### src/logic/fetch_pkg.sv
`default_nettype none

package fetch_pkg;

	//////////////////////////////
	// datapath widths
	//////////////////////////////
	localparam int XLEN   = 32; // address and data width
	localparam int ILEN   = 32; // one uncompressed instruction
	localparam int WAYS   = 2;  // instructions fetched per cycle
	localparam int LINE_W = 64; // memory hands back a doubleword per way

	typedef logic [XLEN-1:0]   addr_t;     // byte address
	typedef logic [ILEN-1:0]   inst_t;     // raw instruction word
	typedef logic [LINE_W-1:0] line_t;     // aligned memory return
	typedef logic [WAYS-1:0]   way_mask_t; // one bit per way, way 0 in bit 0

	//////////////////////////////
	// fetch constants
	//////////////////////////////
	// byte distance between neighbouring ways
	localparam addr_t INST_BYTES = addr_t'(ILEN / 8);

	// first fetch after reset
	localparam addr_t RESET_PC = '0;

endpackage : fetch_pkg

`default_nettype wire

### src/logic/rv_isa_pkg.sv
`default_nettype none

package rv_isa_pkg;

	//////////////////////////////
	// instruction fields
	//////////////////////////////
	localparam int OPCODE_W = 7;  // inst[6:0]
	localparam int IMM_W    = 32; // immediates after sign extension

	typedef logic [OPCODE_W-1:0] opcode_t;
	typedef logic [IMM_W-1:0]    imm_t;   // sign extended, bit 0 always zero for jumps

	//////////////////////////////
	// major opcodes
	//////////////////////////////
	// only the control transfers that fetch can resolve by itself
	localparam opcode_t OP_JAL    = 7'b1101111; // J-type, always taken
	localparam opcode_t OP_BRANCH = 7'b1100011; // B-type, beq/bne/blt/bge/bltu/bgeu

	// J-type immediate layout
	//   imm[20]    inst[31]
	//   imm[10:1]  inst[30:21]
	//   imm[11]    inst[20]
	//   imm[19:12] inst[19:12]
	// B-type immediate layout
	//   imm[12]    inst[31]
	//   imm[10:5]  inst[30:25]
	//   imm[4:1]   inst[11:8]
	//   imm[11]    inst[7]

endpackage : rv_isa_pkg

`default_nettype wire

### src/logic/if_stage.sv
`timescale 1ns/1ps
`default_nettype none

module if_stage import fetch_pkg::*; (
	input  wire               clock,
	input  wire               reset,
	input  wire               stall,          // back-pressure from decode
	input  wire               redirect_valid, // late correction from the back end
	input  wire addr_t        redirect_pc,
	input  wire addr_t        pc_predicted,   // from next_pc_select
	input  wire line_t     [WAYS-1:0] imem_data,
	input  wire way_mask_t    imem_valid,
	output addr_t     [WAYS-1:0] imem_addr,
	output addr_t     [WAYS-1:0] fetch_pc,
	output inst_t     [WAYS-1:0] fetch_inst,
	output logic              fetch_load,     // capture the group downstream
	output logic              fetch_clear     // drop whatever downstream holds
);

	addr_t pc_reg; // pc of way 0
	logic  all_valid;

	//////////////////////////////
	// per-way address and word pick
	//////////////////////////////
	always_comb begin
		for (int i = 0; i < WAYS; i++) begin
			fetch_pc[i]  = pc_reg + INST_BYTES * addr_t'(i);
			imem_addr[i] = {fetch_pc[i][XLEN-1:3], 3'b000}; // doubleword aligned
			// bit 2 picks the upper word of the doubleword
			fetch_inst[i] = fetch_pc[i][2] ? imem_data[i][ILEN +: ILEN]
			                               : imem_data[i][0 +: ILEN];
		end
	end

	//////////////////////////////
	// advance / clear control
	//////////////////////////////
	assign all_valid = &imem_valid; // whole group or nothing

	// redirect wins over everything, stall only holds
	assign fetch_load  = ~stall & all_valid & ~redirect_valid;
	assign fetch_clear = redirect_valid | (~stall & ~all_valid); // bubble on a miss

	// pc register
	always_ff @(posedge clock) begin
		if (reset) begin
			pc_reg <= RESET_PC;
		end else if (redirect_valid) begin
			pc_reg <= redirect_pc;  // taken even during a stall
		end else if (fetch_load) begin
			pc_reg <= pc_predicted;
		end
		// otherwise hold, retry same group
	end

endmodule : if_stage

`default_nettype wire

### src/logic/branch_predecode.sv
`timescale 1ns/1ps
`default_nettype none

module branch_predecode
	import fetch_pkg::*;
	import rv_isa_pkg::*;
(
	input  wire addr_t [WAYS-1:0] fetch_pc,
	input  wire inst_t [WAYS-1:0] fetch_inst,
	output way_mask_t             way_is_jump, // predicted taken, per way
	output addr_t      [WAYS-1:0] way_target   // pc + imm, meaningful when jumping
);

	opcode_t   [WAYS-1:0] opcode;
	imm_t      [WAYS-1:0] imm_j;  // J-type offset
	imm_t      [WAYS-1:0] imm_b;  // B-type offset
	way_mask_t            is_jal;
	way_mask_t            is_branch;

	//////////////////////////////
	// opcode and immediates
	//////////////////////////////
	always_comb begin
		for (int i = 0; i < WAYS; i++) begin
			opcode[i]    = fetch_inst[i][OPCODE_W-1:0];
			is_jal[i]    = (opcode[i] == OP_JAL);
			is_branch[i] = (opcode[i] == OP_BRANCH);

			// scattered J-type fields, 21-bit offset
			imm_j[i] = {{12{fetch_inst[i][31]}},
			            fetch_inst[i][19:12],
			            fetch_inst[i][20],
			            fetch_inst[i][30:21],
			            1'b0};

			// scattered B-type fields, 13-bit offset
			imm_b[i] = {{20{fetch_inst[i][31]}},
			            fetch_inst[i][7],
			            fetch_inst[i][30:25],
			            fetch_inst[i][11:8],
			            1'b0};
		end
	end

	//////////////////////////////
	// static prediction and target
	//////////////////////////////
	always_comb begin
		for (int i = 0; i < WAYS; i++) begin
			// jal always, branch only when it points backwards (loop closing)
			way_is_jump[i] = is_jal[i] | (is_branch[i] & imm_b[i][IMM_W-1]);

			// pc relative target, jal offset if jal else branch offset
			if (is_jal[i]) begin
				way_target[i] = fetch_pc[i] + addr_t'(imm_j[i]);
			end else begin
				way_target[i] = fetch_pc[i] + addr_t'(imm_b[i]); // don't care if not a branch
			end
		end
	end

endmodule : branch_predecode

`default_nettype wire

### src/logic/next_pc_select.sv
`timescale 1ns/1ps
`default_nettype none

module next_pc_select import fetch_pkg::*; (
	input  wire addr_t     [WAYS-1:0] fetch_pc,
	input  wire way_mask_t            way_is_jump,
	input  wire addr_t     [WAYS-1:0] way_target,
	output addr_t                     pc_predicted, // next fetch pc
	output way_mask_t                 keep_mask,    // ways that survive the group
	output way_mask_t                 way_taken,    // the one way that redirects fetch
	output addr_t          [WAYS-1:0] way_npc       // next pc seen by each way
);

	logic found; // an older way already jumps

	//////////////////////////////
	// priority search, way 0 first
	//////////////////////////////
	always_comb begin
		found        = 1'b0;
		pc_predicted = fetch_pc[0] + addr_t'(WAYS) * INST_BYTES; // fall through, pc + 8
		for (int i = 0; i < WAYS; i++) begin
			keep_mask[i] = ~found;                  // younger than a jump dies
			way_taken[i] = way_is_jump[i] & ~found; // only the first jump counts
			if (way_is_jump[i] && !found) begin
				pc_predicted = way_target[i];
			end
			found = found | way_is_jump[i];
		end
	end

	// per-way next pc, handed down with the instruction
	always_comb begin
		for (int i = 0; i < WAYS; i++) begin
			if (way_is_jump[i]) begin
				way_npc[i] = way_target[i];
			end else begin
				way_npc[i] = fetch_pc[i] + INST_BYTES; // sequential
			end
		end
	end

endmodule : next_pc_select

`default_nettype wire

### src/logic/fetch_result.sv
`timescale 1ns/1ps
`default_nettype none

module fetch_result import fetch_pkg::*; (
	input  wire                       clock,
	input  wire                       reset,
	input  wire                       fetch_load,
	input  wire                       fetch_clear,
	input  wire addr_t     [WAYS-1:0] fetch_pc,
	input  wire inst_t     [WAYS-1:0] fetch_inst,
	input  wire way_mask_t            keep_mask,
	input  wire way_mask_t            way_taken,
	input  wire addr_t     [WAYS-1:0] way_npc,
	output way_mask_t                 out_valid,
	output addr_t          [WAYS-1:0] out_pc,
	output addr_t          [WAYS-1:0] out_npc,
	output inst_t          [WAYS-1:0] out_inst,
	output way_mask_t                 out_taken
);

	//////////////////////////////
	// valid and taken bits
	//////////////////////////////
	always_ff @(posedge clock) begin
		if (reset || fetch_clear) begin
			out_valid <= '0;
			out_taken <= '0; // taken means nothing without valid
		end else if (fetch_load) begin
			out_valid <= keep_mask; // ways behind a jump are killed here
			out_taken <= way_taken;
		end
		// no load and no clear, stall holds the packet
	end

	//////////////////////////////
	// payload
	//////////////////////////////
	always_ff @(posedge clock) begin
		if (fetch_load) begin
			out_pc   <= fetch_pc;
			out_npc  <= way_npc;
			out_inst <= fetch_inst;
		end
	end

endmodule : fetch_result

`default_nettype wire

### src/logic/fetch_front.sv
`timescale 1ns/1ps
`default_nettype none

module fetch_front import fetch_pkg::*; (
	input  wire                       clock,
	input  wire                       reset,
	input  wire                       stall,
	input  wire                       redirect_valid,
	input  wire addr_t                redirect_pc,
	input  wire line_t     [WAYS-1:0] imem_data,
	input  wire way_mask_t            imem_valid,
	output addr_t          [WAYS-1:0] imem_addr,
	output way_mask_t                 out_valid,
	output addr_t          [WAYS-1:0] out_pc,
	output addr_t          [WAYS-1:0] out_npc,
	output inst_t          [WAYS-1:0] out_inst,
	output way_mask_t                 out_taken
);

	// fetch group, combinational within the cycle
	addr_t     [WAYS-1:0] fetch_pc;
	inst_t     [WAYS-1:0] fetch_inst;
	logic                 fetch_load;
	logic                 fetch_clear;

	// predecode to prediction
	way_mask_t            way_is_jump;
	addr_t     [WAYS-1:0] way_target;

	// prediction results
	addr_t                pc_predicted; // loops back into the pc register
	way_mask_t            keep_mask;
	way_mask_t            way_taken;
	addr_t     [WAYS-1:0] way_npc;

	if_stage u_if_stage (
		.clock          (clock),
		.reset          (reset),
		.stall          (stall),
		.redirect_valid (redirect_valid),
		.redirect_pc    (redirect_pc),
		.pc_predicted   (pc_predicted),
		.imem_data      (imem_data),
		.imem_valid     (imem_valid),
		.imem_addr      (imem_addr),
		.fetch_pc       (fetch_pc),
		.fetch_inst     (fetch_inst),
		.fetch_load     (fetch_load),
		.fetch_clear    (fetch_clear)
	);

	branch_predecode u_branch_predecode (
		.fetch_pc    (fetch_pc),
		.fetch_inst  (fetch_inst),
		.way_is_jump (way_is_jump),
		.way_target  (way_target)
	);

	next_pc_select u_next_pc_select (
		.fetch_pc     (fetch_pc),
		.way_is_jump  (way_is_jump),
		.way_target   (way_target),
		.pc_predicted (pc_predicted),
		.keep_mask    (keep_mask),
		.way_taken    (way_taken),
		.way_npc      (way_npc)
	);

	fetch_result u_fetch_result (
		.clock       (clock),
		.reset       (reset),
		.fetch_load  (fetch_load),
		.fetch_clear (fetch_clear),
		.fetch_pc    (fetch_pc),
		.fetch_inst  (fetch_inst),
		.keep_mask   (keep_mask),
		.way_taken   (way_taken),
		.way_npc     (way_npc),
		.out_valid   (out_valid),
		.out_pc      (out_pc),
		.out_npc     (out_npc),
		.out_inst    (out_inst),
		.out_taken   (out_taken)
	);

endmodule : fetch_front

`default_nettype wire

### config.mk
export PLATFORM = sky130hd
export DESIGN_NAME = fetch_front
export DESIGN_NICKNAME = d
export VERILOG_FILES = /design/src/logic/fetch_pkg.sv /design/src/logic/rv_isa_pkg.sv /design/src/logic/if_stage.sv /design/src/logic/branch_predecode.sv /design/src/logic/next_pc_select.sv /design/src/logic/fetch_result.sv /design/src/logic/fetch_front.sv
export SDC_FILE = /design/constraint.sdc
export NUM_CORES = 1
export LEC_CHECK = 0
export BUFFER_PORTS_ARGS = -buffer_cell sky130_fd_sc_hd__buf_2
export CORE_ASPECT_RATIO = 1.25
export CORE_UTILIZATION = 53
export CTS_CLUSTER_SIZE = 30
export DETAILED_ROUTE_END_ITERATION = 16
export PLACE_DENSITY_LB_ADDON = 0.1
export SYNTH_ARGS = -nofsm -noshare
export SYNTH_HDL_FRONTEND = slang
export SYNTH_SLANG_ARGS = --single-unit
### constraint.sdc
create_clock -name clock -period 7.3 [get_ports clock]
set_clock_uncertainty 0.1 [all_clocks]
set_input_delay 1.46 -clock clock [delete_from_list [all_inputs] [get_ports clock]]
set_output_delay 1.46 -clock clock [all_outputs]
set_load 0.005 [all_outputs]
==> results.cfg <==
[detailed_routing]
wl_per_cell_microns = 20.7
drt_first_pass_iters = 5
initialDrtViolationCount = 746
postRouteAntennaNets = 0
route.detailed.drc = 0
viasPerCell = 5.74
vias = 12402
route.final.wire_length_microns = 44800

[placement]
gp_congestion = 0.920
placed_cells = 2120
place_hpwl_microns = 34400
placed_cell_area_sq_um = 16500
place_ws_ns = 1.27
io_buffers = 419

[clocking]
cts_max_level = 1
cts_resized = 0
cts.sinks = 224
cts_tree = built
clkLatencyLatePin_ns = 0.52
path_clk_slew_ns = 0.06
post_cts_buffers = 0
cts_buffers = 23
clockBufferDepth = 3
cts_root_buf = clkbuf_16
holdBufCountCts = 0

[setup_path]
worst-path-stages = 20
max_stage_delay_ns = 0.40
critPathLaunchType = primary input
crit_slowest_cell = fa_1
critical_path.endpoint = u_if_stage.pc_reg[31]
crit_chain = buf_2 > mux2_2 > nor2b_1 > nand4_1 > nor2_1 > buf_4 > mux2_2 > ha_1 > fa_1 > a21o_1 > a21oi_1 > o21ai_0 > a21oi_1 > o21ai_1 > a31oi_1 > nor3_1 > o22ai_1 > xnor2_1 > o221ai_1 > a21oi_1
cp_max_fo = 13
arrival_ns = 5.86
rr_startpoint = u_if_stage.pc_reg[2]
critPathCaptureType = flop
startpoint = imem_data[36]
ff2ff_path_depth = 19
crit_family = compound AO/OA/AOI/OAI gates
crit_type = primary input to flop
r2r_slack_ns = 1.91
critPathBufInv = 2
cp_data_required_time_ns = 7.64
rr_endpoint = u_if_stage.pc_reg[31]
crit_top_cell = a21oi_1

[timing]
drv_slew = 0
postLayoutSetupSlackWorst_ns = 1.77
slew_headroom_pct = 42.5
tightest_slew_ns = 0.861
finalSetupViolations = 0
layout_min_cycle_time_ns = 5.53
period_share_pct = 75.7
max_freq_mhz = 181
hold_viol = 0
holdWs_ns = 0.345
rsz0062_at_grt = false
finalSetupTns_ns = 0

[final_layout]
top_register = u_fetch_result.out_inst
largest_register_ffs = 64
final_cell_area_sq_um = 17200
final_common_cell = buf_2
drive_gt1_share_pct = 32.0
fill_cells = 2298
antennaDiodeCount = 0
final_util_pct = 64.0
instances_no_fill = 2160
nets = 2030
syn2layout_area_growth_pct = 18.2
final_cell_mix = buf_2, edfxtp_1, a21oi_1, nand2_1, nor2_1
top_regs = u_fetch_result.out_inst: 64 flops, u_fetch_result.out_npc: 63 flops, u_fetch_result.out_pc: 61 flops

[synthesis]
ys_types = 79
synth_edf_count = 188
yosys-top-cells-area = edfxtp_1, mux2_2, ha_1
ys.flop_type = edfxtp_1
syn_area_sq_um = 14600
synth.top_cell.area_share_pct = 38.7
syn_inst = 1476
ys_ff_latch = 224
syn_area_per_cell_sq_um = 9.87
synth-async-reset-ratio_pct = 0
yosys.area.top_type = edfxtp_1
yosysWarningCount = 0
ys_seq_area_share_pct = 43.7

[global_routing]
grt_max_degree = 118
grt_pass1_wl_microns = 66500
first_global_vias = 11893
grt-ovfl-total = 0
grt_usage_pct = 31.1
antenna_found_initial = 0

[pwr]
peakVddDrop_mv = 0.167
seqPwrFrac_pct = 44.7
total_power_mw = 3.29
p_leak_nw = 7.32
p_int_mw = 2.39
pwr_density_cell_nw_per_um2 = 191
power.switching_mw = 0.901
clock_power_share_pct = 36.3
switching_share_pct = 27.4
comb_power_share_pct = 19.0

[flow_run]
cap_violations = 0

[die]
die_y_microns = 187
dieWidth_microns = 150
pin_count = 426
row_count = 67
start_util_pct = 54.1
die_area_sq_um = 28200
core-area_sq_um = 26900

[run_status]
outcome = finished, final reports clean

[min_path]
hold_path.class = flop to flop
[per-layer routing]
layer	global-route usage [%]	share of wire, %	up-vias
met4	13.3	4.0	0
met3	3.51	5.9	101
li1	-	-	5909
met2	58.7	54	497
met1	34.4	36	5895
met5	0	0	-
[how the worst min path moves through the flow]
stage	from	end	depth (start not counted)
3_3_place_gp	u_if_stage.pc_reg[0]	u_fetch_result.out_npc[32]	0
5_1_grt	u_if_stage.pc_reg[0]	u_fetch_result.out_npc[32]	0
4_1_cts	u_if_stage.pc_reg[0]	u_fetch_result.out_npc[32]	0
2_1_floorplan	u_if_stage.pc_reg[0]	u_fetch_result.out_npc[32]	0
6_report	u_if_stage.pc_reg[0]	u_fetch_result.out_npc[32]	0
3_5_place_dp	u_if_stage.pc_reg[0]	u_fetch_result.out_npc[32]	0
[area by class of cell]
cell class                 instances  area [sq um]  area share (%)
inverter                          48           188            1.09
multi-input combinational       1065          7240            42.0
clock buffer                      30           612            3.55
sequential                       224          6370            37.0
timing repair buffer             438          2250            13.1
tap                              345           432            2.51
clock inverter                    10           131           0.763
[cell families (layout without fill, tap and decap cells)]
group | after synthesis | count (layout) | share of synthesized area [%]
AND/OR/NAND/NOR | 425 | 425 | 14.0
adder cells (fa/ha/maj) | 65 | 65 | 5.67
other | 1 | 6 | 0.0257
XOR/XNOR | 135 | 135 | 8.24
multiplexers | 88 | 88 | 6.78
flip-flops | 224 | 224 | 43.7
AO/OA/AOI/OAI | 346 | 346 | 14.7
buffers and inverters | 192 | 526 | 6.93
[synthesized netlist by cell type (43+ instances only)]
cell      instances
edfxtp_1        188
a21oi_1         136
nand2_1         131
nor2_1          129
xnor2_1          87
mux2_2           82
buf_4            71
ha_1             62
o21ai_0          53
inv_1            47
xor2_1           47
clkbuf_1         43
[power by group through the flow]
stage	Combinational [mW]	Sequential (mW)	Clock [mW]
2_1_floorplan	0.461	1.47	0
3_3_place_gp	0.615	1.50	0
3_5_place_dp	0.622	1.50	0
4_1_cts	0.626	1.47	1.22
5_1_grt	0.692	1.47	1.26
6_report	0.627	1.47	1.19
Power figures use the tool's default switching activity.
